--- config.mk ---
export PLATFORM = sky130hd
export DESIGN_NAME = shapeLibrary
export DESIGN_NICKNAME = d
export VERILOG_FILES = /design/src/common/renderPkg.sv /design/src/source/shapeLibrary.sv
export VERILOG_INCLUDE_DIRS = /design/src /design/src/common
export SDC_FILE = /design/constraint.sdc
export NUM_CORES = 1
export LEC_CHECK = 0
export ABC_AREA = 1
export BUFFER_PORTS_ARGS = -buffer_cell sky130_fd_sc_hd__buf_2
export CAP_MARGIN = 10
export CORE_ASPECT_RATIO = 0.8
export CORE_MARGIN = 8
export CORE_UTILIZATION = 38
export DETAILED_ROUTE_END_ITERATION = 7
export PLACE_DENSITY = 0.82
export SKIP_LAST_GASP = 1
export SLEW_MARGIN = 0
export SYNTH_ARGS = -nofsm -noshare
export SYNTH_HDL_FRONTEND = slang
export SYNTH_SLANG_ARGS = --single-unit
--- constraint.sdc ---
create_clock -name clk -period 2.5 [get_ports clk]
set_input_delay 0.25 -clock clk [delete_from_list [all_inputs] [get_ports clk]]
set_output_delay 0.25 -clock clk [all_outputs]
set_load 0.01 [all_outputs]
--- src/common/render_defs.svh ---
`ifndef RENDER_DEFS_SVH
`define RENDER_DEFS_SVH

// screen geometry
`define SCREEN_W 320
`define SCREEN_H 240
`define CENTRE_X 160
`define CENTRE_Y 120

// orthographic projection, model units per pixel
`define PROJ_SHIFT 3

// small-angle rotation matrix, scaled by 2^ROT_SHIFT
`define ROT_SHIFT 9
`define ROT_MAJOR 511
`define ROT_XY 10
`define ROT_YZ 5
`define ROT_ONE 512

// number formats and table sizes
`define COORD_W 16
`define PIX_W 9
`define MAX_VERTS 6
`define MAX_EDGES 12

// vertex radii of the two solids
`define TETRA_R 320
`define OCTA_R 480

`endif

--- src/common/renderPkg.sv ---
`include "render_defs.svh"

package renderPkg;

    // one signed model-space component
    typedef logic signed [`COORD_W-1:0] coord_t;

    typedef struct packed {
        coord_t x;
        coord_t y;
        coord_t z;
    } vertex_t;

    // screen coordinate after projection
    typedef logic [`PIX_W-1:0] pixel_t;

    typedef struct packed {
        pixel_t x;
        pixel_t y;
    } point_t;

    typedef logic [$clog2(`MAX_VERTS)-1:0] vertIdx_t;
    typedef logic [$clog2(`MAX_EDGES)-1:0] edgeIdx_t;

    // pair of bank indices
    typedef struct packed {
        vertIdx_t head;
        vertIdx_t tail;
    } edge_t;

    typedef enum logic [1:0] {
        SHAPE_TETRA = 2'd0,
        SHAPE_OCTA  = 2'd1
    } shape_e;

    typedef logic [2:0] colour_t;

endpackage

--- src/source/shapeLibrary.sv ---
`timescale 1ns/1ps
`include "render_defs.svh"

module shapeLibrary
    import renderPkg::*;
(
    input  logic     clk,
    input  logic     resetn,
    input  logic [1:0] shapeSelect,
    input  colour_t  colourIn,
    input  logic     frameStart,
    input  vertIdx_t vertIdx,
    input  edgeIdx_t edgeIdx,
    output shape_e   shape,
    output colour_t  colour,
    output vertex_t  baseVertex,
    output edge_t    curEdge,
    output edgeIdx_t lastEdge
);
    localparam coord_t TETRA_RAD = coord_t'(`TETRA_R);
    localparam coord_t OCTA_RAD = coord_t'(`OCTA_R);
    localparam edgeIdx_t TETRA_LAST = edgeIdx_t'(5);
    localparam edgeIdx_t OCTA_LAST = edgeIdx_t'(`MAX_EDGES - 1);

    // alternate corners of a cube
    localparam vertex_t TETRA_VERTS [`MAX_VERTS] = '{
        '{TETRA_RAD, TETRA_RAD, TETRA_RAD}, '{TETRA_RAD, -TETRA_RAD, -TETRA_RAD},
        '{-TETRA_RAD, TETRA_RAD, -TETRA_RAD}, '{-TETRA_RAD, -TETRA_RAD, TETRA_RAD},
        '0, '0
    };

    // +x, -x, +y, -y, +z, -z
    localparam vertex_t OCTA_VERTS [`MAX_VERTS] = '{
        '{OCTA_RAD, 0, 0}, '{-OCTA_RAD, 0, 0}, '{0, OCTA_RAD, 0},
        '{0, -OCTA_RAD, 0}, '{0, 0, OCTA_RAD}, '{0, 0, -OCTA_RAD}
    };

    localparam edge_t TETRA_EDGES [`MAX_EDGES] = '{
        '{3'd0, 3'd1}, '{3'd0, 3'd2}, '{3'd0, 3'd3},
        '{3'd1, 3'd2}, '{3'd1, 3'd3}, '{3'd2, 3'd3},
        '0, '0, '0, '0, '0, '0
    };

    // every pair except opposite poles
    localparam edge_t OCTA_EDGES [`MAX_EDGES] = '{
        '{3'd0, 3'd2}, '{3'd0, 3'd3}, '{3'd0, 3'd4}, '{3'd0, 3'd5},
        '{3'd1, 3'd2}, '{3'd1, 3'd3}, '{3'd1, 3'd4}, '{3'd1, 3'd5},
        '{3'd2, 3'd4}, '{3'd2, 3'd5}, '{3'd3, 3'd4}, '{3'd3, 3'd5}
    };

    always_ff @(posedge clk) begin
        if (!resetn) begin
            shape <= SHAPE_TETRA;
        end else if (frameStart) begin
            // 2 and 3 fall back to the tetrahedron
            shape <= (shapeSelect == 2'd1) ? SHAPE_OCTA : SHAPE_TETRA;
        end
    end

    always_ff @(posedge clk) begin
        if (frameStart) begin
            colour <= colourIn;
        end
    end

    always_comb begin
        if (shape == SHAPE_OCTA) begin
            baseVertex = OCTA_VERTS[vertIdx];
            curEdge = OCTA_EDGES[edgeIdx];
            lastEdge = OCTA_LAST;
        end else begin
            baseVertex = TETRA_VERTS[vertIdx];
            curEdge = TETRA_EDGES[edgeIdx];
            lastEdge = TETRA_LAST;
        end
    end
endmodule

==> impl_summary.log <==
INFO  metric post_cts.resized_instances = 0
INFO  metric cts_max_level = 1
INFO  metric dpl.cell_count = ~170
INFO  metric post_cts_hold_buffer_count = 0
INFO  metric synth_top_cells_by_area = sky130_fd_sc_hd__buf_4 36%, sky130_fd_sc_hd__edfxtp_1 11%, sky130_fd_sc_hd__nand2_1 7.2%
INFO  metric critical_path.startpoint_type = flop
INFO  metric max-vdd-ir-drop = ~0.27 mV
INFO  metric clk_path_buf_depth = 2
INFO  metric number_of_hold_violations_in_the_final_report = 0
INFO  metric place_ws = between 0.8 and 0.9 ns
INFO  metric worstSetupEndpointType = output pin
INFO  metric clock_sink_count = 4
INFO  metric drcViolationCount = 0
INFO  metric timing.critical_path.arrival = approximately 1.6 ns
INFO  metric synth_top_cells_by_count = 38 x sky130_fd_sc_hd__buf_4, 15 x sky130_fd_sc_hd__nand2_1, 6 x sky130_fd_sc_hd__inv_1, 6 x sky130_fd_sc_hd__nor2_1
INFO  metric design_power_total = ~340 µW
INFO  metric fin_worst_skew = 0 ns
INFO  metric post_drt_via_cell_ratio = ~4.3
INFO  metric clock_latency = between 0.2 and 0.25 ns
INFO  metric slew_viol_final = 0
INFO  metric register_area = ~110 µm²
INFO  metric cts_buffers = 3
INFO  metric worst_hold_path_depth = 1
INFO  metric yosysWarningCount = 0
INFO  metric grt_start_max_net_pins = 14
INFO  metric max-slew-margin-rel = 60.0%
INFO  metric detail-route-antenna-nets = 0
INFO  metric postCtsSetupBuffers = 0
INFO  metric nFillCells = 191
INFO  metric rows = 14
INFO  metric chipWidth = 66.8 µm
INFO  metric place.port_buffers = slightly below 60
INFO  metric setup_slack = around 0.64 ns
INFO  metric fmax = 536 MHz
INFO  metric grt_setup_unrepaired = no
INFO  metric number_of_global_route_vias_before_repair = ~690
INFO  metric power.density_cell_area = about 380 nW/µm²
INFO  metric fin_setup_tns = 0 ns
INFO  metric route.detailed.wl_per_inst = ~12 µm
INFO  metric count_of_maximum_capacitance_violations = 0
INFO  metric detailedRoute.firstIterationViolations = 35
INFO  metric synth_top_area_share = 36.4%
INFO  metric mean_instance_size_in_the_synthesized_netlist = about 7.3 µm²
INFO  metric via_count = around 740
INFO  metric post_route_cells_drive_above_1_share = 53.4%
INFO  metric yosysSeqAreaShare = approximately 14%
INFO  metric ff2ff_path_depth = 2
INFO  metric asyncSetResetFlopFracSynth = 0%
INFO  metric period_utilisation_layout = between 70% and 80%
INFO  metric yosys.cell_types.count = 22
INFO  metric die_y = 56.6 µm
INFO  metric cellLeakagePower = between 0.5 and 0.6 nW
INFO  metric finalWeightedCongestion = between 0.8 and 0.9
INFO  metric timing_worst_slew_pin_value = about 0.6 ns
INFO  metric clock_tree_from_tritoncts = built
INFO  metric num-nets-final = 168
INFO  metric synth_cells = approximately 110
INFO  metric clk_transition_reported_paths = 0.04 ns
INFO  metric flip_flop_and_latch_count_after_synthesis = 4
INFO  metric run_status = finished, final reports clean
INFO  metric post_dp_cell_area = 873 µm²
INFO  metric num_antenna_cells = 0
INFO  metric finalSetupViolCount = 0
INFO  metric critPathRequiredTime = approximately 2.3 ns
INFO  metric drtPass1Iterations = 4
INFO  metric timing.critical_path.fanout_max = 13
INFO  metric fin_cells = approximately 170
INFO  metric initial_antenna_violation_count = 0
INFO  metric post-synth-top-count-cell = sky130_fd_sc_hd__buf_4
INFO  metric core_region_area = between 1500 and 2000 µm²
INFO  metric grt_first_pass_wirelength = approximately 3000 µm
INFO  metric synth_top_cell_by_area = sky130_fd_sc_hd__buf_4
INFO  metric multi_input_comb_area = between 300 and 400 µm²
INFO  metric floorplan.initialDensity = 41.1%
INFO  metric primary_flip_flop_cell_chosen_by_synthesis_mapping = sky130_fd_sc_hd__edfxtp_1
INFO  metric mappedNetlistArea = roughly 780 µm²
INFO  metric grt_use_total = about a tenth
INFO  metric finalCriticalPeriod = approximately 1.9 ns
INFO  metric io_pins = 78
INFO  metric detailedPlacementHpwl = ~1800 µm
INFO  metric timing.hold.worst.class = primary input to flop
INFO  metric global_route_total_overflow = 0
INFO  metric flow.area_growth_from_synthesis = 14.7%
INFO  metric worst-setup-path-type = flop to output pin
INFO  metric fp.dieArea = between 3000 and 4000 µm²
INFO  metric ctsRootBufferMaster = sky130_fd_sc_hd__clkbuf_4
INFO  metric totalWireLength = slightly above 2000 µm
INFO  metric finish.instance_area = 900 µm²
INFO  metric synth_enable_flop_cells = 3
final timing paths:
kind | from | end | slack (ns)
min | colourIn[2] | colour[2] | 0.18
max | shape[0] | baseVertex[10] | 0.64
min reg2reg | shape[0] | shape[0] | 0.79
max reg2reg | shape[0] | shape[0] | 1.48
per-stage QoR:
step                      hold WS [ns]  utilization, %
after floorplan                  0.340               -
after global placement           0.428            45.7
after detailed placement         0.431            45.7
after CTS                        0.177            47.1
after global routing             0.171            47.1
final                            0.184            47.1
cell usage in the layout (no fill, tap or decap), drive strengths merged:
| cell | count |
|---|---|
| nand4 | 1 |
| ha | 4 |
| inv | 10 |
| buf | 59 |
| o22ai | 2 |
| nand3 | 4 |
| clkbuf | 4 |
| conb | 18 |
| edfxtp | 3 |
| dfxtp | 1 |
| nand2 | 23 |
| nor2 | 6 |
| o21ai | 10 |
| a21oi | 3 |
metal layers:
layer | track usage (%) | wire [µm] | vias up
li1 | - | - | 367
met3 | 3.96 | 213 | 2
met2 | 19.2 | 1140 | 42
met1 | 8.52 | 705 | 327
met4 | 2.74 | 7 | 0
met5 | 0 | 0 | -
area by class of cell:
type	count	share of cell area [%]
multi-input cells	71	43.7
well taps	24	3.34
inverters	10	5.01
clock buffers	4	2.92
flip-flops and latches	4	12.2
repair buffers	59	32.8
state kept, by name, indices dropped and copies added, names as in the netlist:
register	cells
shape	1
colour	3
where the power goes:
group	internal [mW]	switching, mW
clock network	0.0601	0.0296
registers	0.0771	0.00577
logic	0.0613	0.106
kinds of logic (layout without fill, tap and decap cells):
logic type               count (synthesis)  after routing  synth area share, %
AND/OR/NAND/NOR                         34             34                 22.8
AO/OA/AOI/OAI                           15             15                 12.3
buffers and inverters                   49             73                 43.5
adder cells (fa/ha/maj)                  4              4                 6.38
flip-flops                               4              4                 14.0
other                                    2             18                0.957
worst max-delay path, stage by stage (launching register included):
cell and delay [ns]:
sky130_fd_sc_hd__dfxtp_1 0.69, sky130_fd_sc_hd__nand2_2 0.12, sky130_fd_sc_hd__o22ai_1 0.36, sky130_fd_sc_hd__buf_2 0.21
No activity file was read; power rests on OpenSTA's default activity.
