$ cat config.mk
export PLATFORM = sky130hd
export DESIGN_NAME = lineRasterizer_flat
export DESIGN_NICKNAME = d
export VERILOG_FILES = /design/src/common/renderPkg.sv /design/src/common/lineReqIf.sv /design/src/raster/lineRasterizer.sv /design/src/flat_wrapper.sv
export VERILOG_INCLUDE_DIRS = /design/src /design/src/common
export SDC_FILE = /design/constraint.sdc
export NUM_CORES = 1
export LEC_CHECK = 0
export BUFFER_PORTS_ARGS = -buffer_cell sky130_fd_sc_hd__buf_4
export CAP_MARGIN = 5
export CORE_ASPECT_RATIO = 0.9
export CORE_MARGIN = 4
export CORE_UTILIZATION = 40
export CTS_CLUSTER_SIZE = 12
export DETAILED_ROUTE_END_ITERATION = 8
export PLACE_DENSITY = 0.7
export SETUP_SLACK_MARGIN = 0.4
export SYNTH_ARGS = -nofsm -noshare
export SYNTH_HDL_FRONTEND = slang
export SYNTH_SLANG_ARGS = --single-unit
$ cat constraint.sdc
create_clock -name clk -period 7.5 [get_ports clk]
set_input_delay 1.125 -clock clk [delete_from_list [all_inputs] [get_ports clk]]
set_output_delay 1.125 -clock clk [all_outputs]
set_load 0.005 [all_outputs]
$ cat src/common/render_defs.svh
`ifndef RENDER_DEFS_SVH
`define RENDER_DEFS_SVH

// screen geometry
`define SCREEN_W 320
`define SCREEN_H 240
`define CENTRE_X 160
`define CENTRE_Y 120

// orthographic projection, model units per pixel
`define PROJ_SHIFT 3

// small-angle rotation matrix, scaled by 2^ROT_SHIFT
`define ROT_SHIFT 9
`define ROT_MAJOR 511
`define ROT_XY 10
`define ROT_YZ 5
`define ROT_ONE 512

// number formats and table sizes
`define COORD_W 16
`define PIX_W 9
`define MAX_VERTS 6
`define MAX_EDGES 12

// vertex radii of the two solids
`define TETRA_R 320
`define OCTA_R 480

`endif

$ cat src/common/renderPkg.sv
`include "render_defs.svh"

package renderPkg;

    // one signed model-space component
    typedef logic signed [`COORD_W-1:0] coord_t;

    typedef struct packed {
        coord_t x;
        coord_t y;
        coord_t z;
    } vertex_t;

    // screen coordinate after projection
    typedef logic [`PIX_W-1:0] pixel_t;

    typedef struct packed {
        pixel_t x;
        pixel_t y;
    } point_t;

    typedef logic [$clog2(`MAX_VERTS)-1:0] vertIdx_t;
    typedef logic [$clog2(`MAX_EDGES)-1:0] edgeIdx_t;

    // pair of bank indices
    typedef struct packed {
        vertIdx_t head;
        vertIdx_t tail;
    } edge_t;

    typedef enum logic [1:0] {
        SHAPE_TETRA = 2'd0,
        SHAPE_OCTA  = 2'd1
    } shape_e;

    typedef logic [2:0] colour_t;

endpackage

$ cat src/common/lineReqIf.sv
`timescale 1ns/1ps

// one line request and its completion pulse
interface lineReqIf
    import renderPkg::*;
();
    logic   go;
    point_t startPt;
    point_t endPt;
    logic   done;

    // endpoints stay stable from go until done
    modport sequencer (
        output go,
        output startPt,
        output endPt,
        input  done
    );

    modport rasterizer (
        input  go,
        input  startPt,
        input  endPt,
        output done
    );
endinterface

$ cat src/raster/lineRasterizer.sv
`timescale 1ns/1ps

module lineRasterizer
    import renderPkg::*;
(
    input  logic   clk,
    input  logic   resetn,
    lineReqIf.rasterizer line,
    output pixel_t pixelX,
    output pixel_t pixelY,
    output logic   plot
);
    typedef enum logic [1:0] {
        R_IDLE,
        R_SETUP,
        R_DRAW,
        R_DONE
    } state_e;

    state_e state;
    pixel_t curX;
    pixel_t curY;
    pixel_t endX;
    pixel_t endY;
    pixel_t dx;
    pixel_t dy;
    logic   xLeft;
    logic signed [11:0] err;

    point_t firstPt;
    point_t lastPt;
    logic   inSetup;
    pixel_t spanDx;
    pixel_t spanDy;
    pixel_t useDx;
    pixel_t useDy;
    logic   useLeft;
    logic signed [11:0] dxW;
    logic signed [11:0] dyW;
    logic signed [11:0] errCur;
    logic signed [11:0] errTwice;
    logic   moveX;
    logic   moveY;
    logic   atEnd;

    // start at the smaller y so y only counts up
    always_comb begin
        if (line.endPt.y < line.startPt.y) begin
            firstPt = line.endPt;
            lastPt = line.startPt;
        end else begin
            firstPt = line.startPt;
            lastPt = line.endPt;
        end
    end

    // setup cycle works from the fresh deltas, later cycles from the registers
    assign inSetup = (state == R_SETUP);
    assign spanDx = (endX >= curX) ? endX - curX : curX - endX;
    assign spanDy = endY - curY;
    assign useDx = inSetup ? spanDx : dx;
    assign useDy = inSetup ? spanDy : dy;
    assign useLeft = inSetup ? (endX < curX) : xLeft;
    assign dxW = {3'b000, useDx};
    assign dyW = {3'b000, useDy};
    assign errCur = inSetup ? dxW - dyW : err;
    assign errTwice = errCur <<< 1;
    assign moveX = errTwice > -dyW;
    assign moveY = errTwice < dxW;
    assign atEnd = (curX == endX) && (curY == endY);

    always_ff @(posedge clk) begin
        if (!resetn) begin
            state <= R_IDLE;
        end else begin
            case (state)
                R_IDLE: begin
                    if (line.go) begin
                        state <= R_SETUP;
                    end
                end
                R_SETUP, R_DRAW: begin
                    state <= atEnd ? R_DONE : R_DRAW;
                end
                default: begin
                    state <= R_IDLE;
                end
            endcase
        end
    end

    always_ff @(posedge clk) begin
        if (state == R_IDLE && line.go) begin
            curX <= firstPt.x;
            curY <= firstPt.y;
            endX <= lastPt.x;
            endY <= lastPt.y;
        end else if ((inSetup || state == R_DRAW) && !atEnd) begin
            if (moveX) begin
                curX <= useLeft ? curX - 1'b1 : curX + 1'b1;
            end
            if (moveY) begin
                curY <= curY + 1'b1;
            end
            err <= errCur - (moveX ? dyW : 12'sd0) + (moveY ? dxW : 12'sd0);
        end
        if (inSetup) begin
            dx <= spanDx;
            dy <= spanDy;
            xLeft <= endX < curX;
        end
    end

    assign pixelX = curX;
    assign pixelY = curY;
    assign plot = inSetup || (state == R_DRAW);
    assign line.done = (state == R_DONE);
endmodule

$ cat src/flat_wrapper.sv
// flat-port wrapper written by rule: the top's interface ports become plain ports
module lineRasterizer_flat import renderPkg::*;
  (clk, resetn, pixelX, pixelY, plot, line_go, line_startPt, line_endPt, line_done);
  lineReqIf line_i ();
  input  logic clk;
  input  logic resetn;
  output pixel_t pixelX;
  output pixel_t pixelY;
  output logic plot;
  input wire logic [$bits(line_i.go)-1:0] line_go;
  input wire logic [$bits(line_i.startPt)-1:0] line_startPt;
  input wire logic [$bits(line_i.endPt)-1:0] line_endPt;
  output wire logic [$bits(line_i.done)-1:0] line_done;
  assign line_i.go = line_go;
  assign line_i.startPt = line_startPt;
  assign line_i.endPt = line_endPt;
  assign line_done = line_i.done;
  lineRasterizer u_core (.clk(clk), .resetn(resetn), .line(line_i), .pixelX(pixelX), .pixelY(pixelY), .plot(plot));
endmodule
==> impl_metrics.csv <==
group,metric,value,unit
outcome,status,"finished, final reports clean",
yosys,syn_nets,891,
critical_path,cp_common_cell,"a21oi_2",
yosys,syn_area,6710,sq um
critical_path,r2r_cells,39,
sta,fmax,134,MHz
cts,cts_buffers,9,
route,vias,5756,
grt,grt_usage,18.2,%
yosys,synth_edf_count,47,
critical_path,worstPathRequired,7.60,ns
sta,tightest_slew,0.974,ns
yosys,synth.distinct_cells,68,
grt,grt-ovfl-total,0,
final_layout,final_common_cell,"buf_4",
die,dieWidth,145,um
die,io-pin-count,59,
yosys,ys_ff_latch,68,
sta,skew,0.00690,ns
critical_path,crit_buf_inv,1,
route,drt_pass1_iterations,5,
placed_design,io_buffers,58,
route,ant_nets,0,
sta,relSlewSlack,34.8,%
grt,grt_pass1_wl,27600,um
yosys,synth.avg_cell_area,8.85,sq um
critical_path,crit_fanout,5,
final_layout,n_antenna_cell,0,
grt,grt_pass1_vias,5761,
placed_design,placed_area,8030,sq um
yosys,yosysWarnings,0,
yosys,ys_seq_area_share,27.3,%
sta,finalSetupTns,0,ns
die,core,16300,sq um
critical_path,crit_arrival,7.57,ns
grt,antenna_found_initial,0,
sta,finalCritPeriodShare,99.6,%
critical_path,cp-endpoint,"u_core.err[9]$_DFFE_PP_",
cts,h-tree-depth,3,
cts,cts_tree,"done",
yosys,async_reset_ff_share,0,%
critical_path,reg2reg_to,"u_core.err[9]$_DFFE_PP_",
route,drc_errors,0,
critical_path,crit_type,"reg -> reg",
die,rows,44,
cts,clk_pin_slew,0.06,ns
final_layout,nets,1032,
yosys,yosysTopAreaCellShare,21.0,%
critical_path,reg2reg_from,"u_core.endX[3]$_DFFE_PP_",
route,initialDrtViolationCount,330,
critical_path,crit_path_top_delay_cell,"or3_4",
die,dieArea,18900,sq um
job,cap_violations,0,
sta,hold_viol_final,0,
final_layout,fin_area,8610,sq um
yosys,syn_inst,758,
cts,clock_sinks,68,
cts,clk_latency,0.35,ns
sta,rsz0062_at_grt,"true",
sta,fin_crit,7.47,ns
cts,root_buffer,"clkbuf_16",
final_layout,final_cell_mix,"buf_4, inv_1, ha_1, nor2_1, edfxtp_1",
critical_path,cp-startpoint,"u_core.endX[3]$_DFFE_PP_",
critical_path,end_kind,"flop",
cts,clockBufferDepth,2,
critical_path,rrSetupSlack,0.03,ns
final_layout,layoutNonFillerInstCount,1111,
critical_path,critPathMaxStageDelay,0.45,ns
worst_hold_path,hold_class,"reg -> reg",
yosys,synth_ff_type,"edfxtp_1",
final_layout,drive_above_1_share,28.8,%
route,wl,16500,um
die,die_h,131,um
critical_path,start_kind,"flop",
yosys,synth_area_leader_cell,"edfxtp_1",
placed_design,gp_congestion,0.879,
sta,finalWorstSetupSlack,0.0331,ns
placed_design,place_worst_setup_slack,-0.244,ns
yosys,synthTopCellsByArea,"edfxtp_1, ha_1, dfxtp_1",
grt,grt_max_degree,45,
sta,maxSlewViolCount,0,
cts,cts.hold.buffers_added,0,
route,vias_per_cell,5.18,
die,start_util,41.2,%
route,post_drt_wl_per_cell,14.9,um
critical_path,critical_path_depth,39,
critical_path,cpLargestDelayFamily,"compound AO/OA/AOI/OAI gates",
placed_design,hpwl,13000,um
final_layout,area_growth,28.2,%
placed_design,placed_cells,1078,
sta,setup_viol,0,
==> per-layer routing <==
| layer | wire (um) | global-route usage (%) |
|---|---|---|
| met1 | 7830 | 24.0 |
| met2 | 7900 | 31.3 |
| met3 | 536 | 3.02 |
| met4 | 242 | 4.72 |
| met5 | 0 | 0 |
==> worst reg2reg max path, delay by kind of cell (launching register included) <==
kind,cells,cell delay (ns)
flip-flops,1,0.41
multiplexers,2,0.52
buffers and inverters,1,0.08
AO/OA/AOI/OAI,16,2.74
AND/OR/NAND/NOR,13,1.91
adder cells (fa/ha/maj),5,1.40
XOR/XNOR,2,0.15
==> per-stage QoR <==
| stage | hold slack, ns | utilization [%] |
|---|---|---|
| floorplan | 0.473 | - |
| global placement | 0.504 | 49.3 |
| detailed placement | 0.508 | 49.3 |
| CTS | 0.522 | 52.1 |
| global route | 0.549 | 52.8 |
| finish | 0.528 | 52.8 |
==> synth_stat cells, types with 15 or more instances <==
master    instances
a21oi_1          48
mux2i_1          28
mux2_2           17
inv_1            96
edfxtp_1         47
o21a_1           15
dfxtp_1          21
a21o_1           23
o21ai_0          36
ha_1             80
nor2_1           52
nand2_1          47
nand3_1          26
xnor2_1          36
nor3_1           19
==> cells by family (layout without fill, tap and decap cells) <==
| kind of cell | count (synthesis) | after routing | share of synthesized area, % |
|---|---|---|---|
| flops | 68 | 68 | 27.3 |
| fa+ha+maj | 94 | 94 | 19.1 |
| simple gates | 201 | 201 | 14.7 |
| compound gates | 182 | 182 | 18.4 |
| xor+xnor | 47 | 47 | 6.13 |
| mux | 45 | 45 | 7.03 |
| buf+inv | 121 | 267 | 7.33 |
==> repair_timing <==
action / in CTS / in global routing
setup buffers: 12 / 5
pin swaps: 33 / 27
resized for setup: 16 / 17
setup endpoints to repair: 6 / 8
==> state kept, by name (all words and copies together) (netlist names) <==
signal / count
u_core.state: 2
u_core.dy: 9
u_core.xLeft: 1
u_core.pixelY: 9
u_core.pixelX: 9
u_core.endX: 9
u_core.endY: 9
u_core.err: 11
u_core.dx: 9
==> cell type report <==
cell class,instances,area (sq um)
fillers,1514,7690
multi-input cells,569,4720
flip-flops and latches,68,1830
repair buffers,154,1160
inverters,97,364
well taps,207,259
clock buffers,9,225
clock inverters,7,43.8
==> how the worst min path moves through the flow <==
stage,slack (ns),startpoint,cells after the start,to
detailed placement,0.51,u_core.dy[6]$_DFF_P_,1,u_core.dy[6]$_DFF_P_
global placement,0.50,u_core.dy[6]$_DFF_P_,1,u_core.dy[6]$_DFF_P_
finish,0.53,u_core.dy[6]$_DFF_P_,1,u_core.dy[6]$_DFF_P_
global route,0.55,u_core.dy[6]$_DFF_P_,1,u_core.dy[6]$_DFF_P_
floorplan,0.47,u_core.dx[8]$_DFF_P_,2,u_core.dx[8]$_DFF_P_
CTS,0.52,u_core.dy[6]$_DFF_P_,1,u_core.dy[6]$_DFF_P_
Power is not shown: default switching activity piles up to over one toggle a cycle in this logic, so the estimate is an artifact.
