[config.mk]
export PLATFORM = sky130hd
export DESIGN_NAME = edgeSequencer_flat
export DESIGN_NICKNAME = d
export VERILOG_FILES = /design/src/common/renderPkg.sv /design/src/common/lineReqIf.sv /design/src/source/edgeSequencer.sv /design/src/flat_wrapper.sv
export VERILOG_INCLUDE_DIRS = /design/src /design/src/common
export SDC_FILE = /design/constraint.sdc
export NUM_CORES = 1
export LEC_CHECK = 0
export ABC_CLOCK_PERIOD_IN_PS = 2600
export BUFFER_PORTS_ARGS = -buffer_cell sky130_fd_sc_hd__buf_2
export CAP_MARGIN = 20
export CORE_MARGIN = 4
export CORE_UTILIZATION = 40
export CTS_CLUSTER_SIZE = 10
export DETAILED_ROUTE_END_ITERATION = 10
export PLACE_DENSITY = 0.85
export REMOVE_ABC_BUFFERS = 1
export SLEW_MARGIN = 40
export SYNTH_ARGS = -nofsm -noshare
export SYNTH_HDL_FRONTEND = slang
export SYNTH_SLANG_ARGS = --single-unit
export TNS_END_PERCENT = 1
[constraint.sdc]
create_clock -name clk -period 2.6 [get_ports clk]
set_input_delay 0.13 -clock clk [delete_from_list [all_inputs] [get_ports clk]]
set_output_delay 0.13 -clock clk [all_outputs]
set_load 0.05 [all_outputs]
[src/common/render_defs.svh]
`ifndef RENDER_DEFS_SVH
`define RENDER_DEFS_SVH

// screen geometry
`define SCREEN_W 320
`define SCREEN_H 240
`define CENTRE_X 160
`define CENTRE_Y 120

// orthographic projection, model units per pixel
`define PROJ_SHIFT 3

// small-angle rotation matrix, scaled by 2^ROT_SHIFT
`define ROT_SHIFT 9
`define ROT_MAJOR 511
`define ROT_XY 10
`define ROT_YZ 5
`define ROT_ONE 512

// number formats and table sizes
`define COORD_W 16
`define PIX_W 9
`define MAX_VERTS 6
`define MAX_EDGES 12

// vertex radii of the two solids
`define TETRA_R 320
`define OCTA_R 480

`endif

[src/common/renderPkg.sv]
`include "render_defs.svh"

package renderPkg;

    // one signed model-space component
    typedef logic signed [`COORD_W-1:0] coord_t;

    typedef struct packed {
        coord_t x;
        coord_t y;
        coord_t z;
    } vertex_t;

    // screen coordinate after projection
    typedef logic [`PIX_W-1:0] pixel_t;

    typedef struct packed {
        pixel_t x;
        pixel_t y;
    } point_t;

    typedef logic [$clog2(`MAX_VERTS)-1:0] vertIdx_t;
    typedef logic [$clog2(`MAX_EDGES)-1:0] edgeIdx_t;

    // pair of bank indices
    typedef struct packed {
        vertIdx_t head;
        vertIdx_t tail;
    } edge_t;

    typedef enum logic [1:0] {
        SHAPE_TETRA = 2'd0,
        SHAPE_OCTA  = 2'd1
    } shape_e;

    typedef logic [2:0] colour_t;

endpackage

[src/common/lineReqIf.sv]
`timescale 1ns/1ps

// one line request and its completion pulse
interface lineReqIf
    import renderPkg::*;
();
    logic   go;
    point_t startPt;
    point_t endPt;
    logic   done;

    // endpoints stay stable from go until done
    modport sequencer (
        output go,
        output startPt,
        output endPt,
        input  done
    );

    modport rasterizer (
        input  go,
        input  startPt,
        input  endPt,
        output done
    );
endinterface

[src/source/edgeSequencer.sv]
`timescale 1ns/1ps
`include "render_defs.svh"

module edgeSequencer
    import renderPkg::*;
(
    input  logic     clk,
    input  logic     resetn,
    input  shape_e   shape,
    input  edgeIdx_t lastEdge,
    input  point_t   startPt,
    input  point_t   endPt,
    output logic     frameStart,
    output logic     load,
    output logic     rotate,
    output edgeIdx_t edgeIdx,
    output logic     frameDone,
    lineReqIf.sequencer line
);
    typedef enum logic [2:0] {
        S_IDLE,
        S_FRAME_START,
        S_RELOAD,
        S_ISSUE,
        S_WAIT,
        S_ROTATE,
        S_FINISH
    } state_e;

    state_e   state;
    state_e   nextState;
    shape_e   prevShape;
    logic     firstFrame;
    vertIdx_t loadCnt;
    logic     needReload;

    // shape was latched by the library during idle
    assign needReload = firstFrame || (shape != prevShape);

    always_comb begin
        nextState = state;
        case (state)
            S_IDLE: begin
                nextState = S_FRAME_START;
            end
            S_FRAME_START: begin
                nextState = needReload ? S_RELOAD : S_ISSUE;
            end
            S_RELOAD: begin
                if (loadCnt == vertIdx_t'(`MAX_VERTS - 1)) begin
                    nextState = S_ISSUE;
                end
            end
            S_ISSUE: begin
                nextState = S_WAIT;
            end
            S_WAIT: begin
                if (line.done) begin
                    nextState = (edgeIdx == lastEdge) ? S_ROTATE : S_ISSUE;
                end
            end
            S_ROTATE: begin
                nextState = S_FINISH;
            end
            default: begin
                nextState = S_IDLE;
            end
        endcase
    end

    always_ff @(posedge clk) begin
        if (!resetn) begin
            state <= S_IDLE;
            prevShape <= SHAPE_TETRA;
            firstFrame <= 1'b1;
            loadCnt <= '0;
            edgeIdx <= '0;
        end else begin
            state <= nextState;
            case (state)
                S_FRAME_START: begin
                    prevShape <= shape;
                    firstFrame <= 1'b0;
                    loadCnt <= '0;
                    edgeIdx <= '0;
                end
                S_RELOAD: begin
                    loadCnt <= loadCnt + 1'b1;
                end
                S_WAIT: begin
                    // next request goes out the cycle after done
                    if (line.done && edgeIdx != lastEdge) begin
                        edgeIdx <= edgeIdx + 1'b1;
                    end
                end
                default: begin
                end
            endcase
        end
    end

    assign frameStart = (state == S_IDLE);
    assign load = (state == S_RELOAD);
    assign rotate = (state == S_ROTATE);
    assign frameDone = (state == S_FINISH);

    // endpoints follow edgeIdx, so they hold while the line is drawn
    assign line.go = (state == S_ISSUE);
    assign line.startPt = startPt;
    assign line.endPt = endPt;
endmodule

[src/flat_wrapper.sv]
// flat-port wrapper written by rule: the top's interface ports become plain ports
module edgeSequencer_flat import renderPkg::*;
  (clk, resetn, shape, lastEdge, startPt, endPt, frameStart, load, rotate, edgeIdx, frameDone, line_go, line_startPt, line_endPt, line_done);
  lineReqIf line_i ();
  input  logic clk;
  input  logic resetn;
  input  shape_e shape;
  input  edgeIdx_t lastEdge;
  input  point_t startPt;
  input  point_t endPt;
  output logic frameStart;
  output logic load;
  output logic rotate;
  output edgeIdx_t edgeIdx;
  output logic frameDone;
  output wire logic [$bits(line_i.go)-1:0] line_go;
  output wire logic [$bits(line_i.startPt)-1:0] line_startPt;
  output wire logic [$bits(line_i.endPt)-1:0] line_endPt;
  input wire logic [$bits(line_i.done)-1:0] line_done;
  assign line_go = line_i.go;
  assign line_startPt = line_i.startPt;
  assign line_endPt = line_i.endPt;
  assign line_i.done = line_done;
  edgeSequencer u_core (.clk(clk), .resetn(resetn), .shape(shape), .lastEdge(lastEdge), .startPt(startPt), .endPt(endPt), .frameStart(frameStart), .load(load), .rotate(rotate), .edgeIdx(edgeIdx), .frameDone(frameDone), .line(line_i));
endmodule
==> impl_metrics.yaml <==
synthesis:
  syn_area_um2: 1000
  ys_types: 34
  yosysSeqAreaShare: 0.260
  ys_seq_elements: 13
  synth.yosys.warnings: 0
  netlist_instances: 117
  syn_avg_cell_area_um2: 8.54
final_layout:
  nets: 146
  drive_above_1_share: 0.237
  n_fill_cell: 253
  diodes: 0
  multiInputGateArea_um2: 405
  fin_util: 0.362
  area_growth_syn_to_layout_pct: -16.9
  regArea_um2: 260
setup_path:
  required_ps: 2470
  r2r_cells: 4
  critical_path_class: "flip-flop to output port"
  r2r_start: "u_core.state[1]$_SDFFE_PN0P_"
  worstSetupStartpointType: "flip-flop"
  reg2reg_to: "u_core.loadCnt[0]$_SDFFE_PN0P_"
  cp-end-kind: "output port"
  cp.arrival_ps: 1750
  critPathMaxFanout: 9
  ff2ff_setup_slack_ps: 1000
die:
  ioPinCount: 90
  start_util: 0.435
  core_um2: 2300
  die_area_um2: 3360
  die_x_um: 58.0
  fp.dieH_um: 58.0
  core.rowCount: 17
placement:
  globalplace.congestion: 0.781
  dp_slack_ps: 1060
  dpl.hpwl_um: 1800
  port_buffers: 17
timing:
  max_freq_mhz: 533
  setup_violations: 0
  period_share: 0.721
  worst_slack_ps: 724
  rsz0062_at_grt: "false"
  finalClockSkew_ps: 5.14
  maxSlewViolCount: 0
  hold_viol: 0
  timing.slew.headroom: 0.558
  timing.final.crit_period_ps: 1880
  worst_pin_slew_ps: 661
  finalSetupTns_ps: 0
pwr:
  switching_share: 0.327
  pwr-share-comb: 0.232
  power_density_nw_per_um2: 559
  pwr-share-seq: 0.493
  vdd.ir_drop.worst_mv: 0.287
  p_int_mw: 0.313
  power.share.clock: 0.274
  p_switching_mw: 0.152
  power.static_leakage_nw: 0.371
clocking:
  clk_latency_ps: 280
  clk_pin_slew_worst_paths_ps: 80
  cts_hold_buf: 0
  tritoncts: "done"
  numCtsBuffers: 3
  cts_sinks: 13
  clk_path_buf_depth: 2
  post_cts_buffers: 0
  cts-root-buf: "clkbuf_4"
  h-tree-depth: 1
  ctsResizeCount: 0
detailed_routing:
  wl_per_cell_um: 18.3
  dr.first_iter.drc_count: 19
  firstDrtPassIters: 4
  via_per_inst: 5.49
  antenna_left: 0
  wirelength_um: 2280
  drc: 0
  vias: 686
global_route:
  first_global_vias: 714
  antenna_found_initial: 0
  grt_max_degree: 13
  grt_pass1_wl_um: 3660
  grtUsageTotal: 0.144
  overflow: 0
hold_path:
  whs_endpoint: "u_core.state[2]$_SDFFE_PN0P_"
  hold_class: "primary input to flip-flop"
  worstHoldStart: "line_done"
  holdPathStages: 2
job:
  cap_violations: 0
status:
  outcome: "completed"
-- metal layers --
layer / part of all wire / up-vias / wire length, um / GRT usage
met5: 0 / - / 0 / 0.0317
met4: 0.011 / 0 / 25 / 0.0497
met3: 0.24 / 3 / 537 / 0.138
met2: 0.40 / 69 / 917 / 0.190
met1: 0.35 / 302 / 804 / 0.157
li1: - / 312 / - / -
-- power groups by stage --
stage	Clock, mW	Sequential (mW)	Combinational [mW]
after floorplan	0	0.230	0.0806
after global placement	0	0.231	0.104
after detailed placement	0	0.233	0.108
after CTS	0.134	0.229	0.109
after global routing	0.145	0.232	0.120
final	0.127	0.229	0.108
-- worst max-delay path by stage --
stage          slack, ps                          from  cells after the start                             end
5_1_grt              530  u_core.state[1]$_SDFFE_PN0P_                      2                            load
3_5_place_dp        1060  u_core.state[0]$_SDFFE_PN0P_                      3    u_core.state[0]$_SDFFE_PN0P_
4_1_cts              710  u_core.state[1]$_SDFFE_PN0P_                      2                            load
2_1_floorplan        260  u_core.state[1]$_SDFFE_PN0P_                      4  u_core.loadCnt[0]$_SDFFE_PN0P_
3_3_place_gp        1130  u_core.state[1]$_SDFFE_PN0P_                      2                            load
6_report             720  u_core.state[1]$_SDFFE_PN0P_                      2                            load
-- Yosys cell counts --
cell type	n	area (um2)
buf_4	36	270
dfxtp_1	13	260
nand2_1	6	22.5
nor2b_1	6	37.5
inv_1	5	18.8
a21oi_1	4	20.0
xnor2_1	4	35.0
xor2_1	4	35.0
ha_1	3	37.5
mux2i_1	3	30.0
nand4_1	3	18.8
nor2_1	3	11.3
o21ai_0	3	15.0
buf_6	2	22.5
nor3_1	2	10.0
or3_1	2	12.5
a21boi_0	1	7.51
a221oi_1	1	8.76
a31oi_1	1	6.26
a41o_2	1	11.3
and2b_2	1	8.76
and3_1	1	6.26
and3_2	1	7.51
buf_2	1	5.00
clkbuf_1	1	3.75
clkbuf_8	1	13.8
nand3_1	1	5.00
nand4bb_1	1	11.3
nor3b_1	1	7.51
nor4_1	1	6.26
o211a_1	1	10.0
o211ai_1	1	7.51
o21a_1	1	7.51
or3b_1	1	8.76
-- critical path, stage by stage (launching register included) --
cell and delay (ps):
dfxtp_1 480, nor3b_1 600, buf_2 380
-- logic make-up after synthesis --
kind of cell,Yosys count,synth area share
mux,3,0.0300
flops,13,0.260
buf+inv,46,0.334
compound gates,14,0.0939
simple gates,30,0.174
fa+ha+maj,3,0.0376
xor+xnor,8,0.0701
-- layout make-up --
cell class                      instances  share of cell area
Multi-Input combinational cell         58               0.488
Sequential cell                        13               0.313
Timing Repair Buffer                   17               0.102
Tap cell                               28              0.0422
Clock buffer                            4              0.0316
Inverter                                5              0.0226
-- flip-flops by register name, indices dropped and copies added (netlist names) --
name,count
u_core.edgeIdx,4
u_core.loadCnt,3
u_core.state,3
u_core.prevShape,2
u_core.firstFrame,1
-- layout by cell type (no fill, tap or decap), drive strengths merged --
cell and instances:
ha 3, nor2b 6, a21boi 1, mux2i 3, o211ai 1, and3 2
xnor2 4, nor3 2, a221oi 1, nor3b 1, o21a 1, o211a 1
xor2 4, inv 5, a31oi 1, nor2 3, nor4 1, a41o 1
clkbuf 4, nand4bb 1, buf 17, nand4 3, o21ai 3, nand3 1
and2b 1, a21oi 4, dfxtp 13, nand2 6, or3 2, or3b 1
-- metrics by stage --
step / hold slack (ps) / power (mW) / cell area (um2) / std cells
2_1_floorplan: 192 / 0.311 / 684 / 76
3_3_place_gp: 261 / 0.335 / 805 / 121
3_5_place_dp: 261 / 0.341 / 805 / 121
4_1_cts: 57.9 / 0.472 / 831 / 125
5_1_grt: 75.3 / 0.497 / 831 / 125
6_report: 72.2 / 0.464 / 831 / 125
Power figures use the tool's default switching activity.
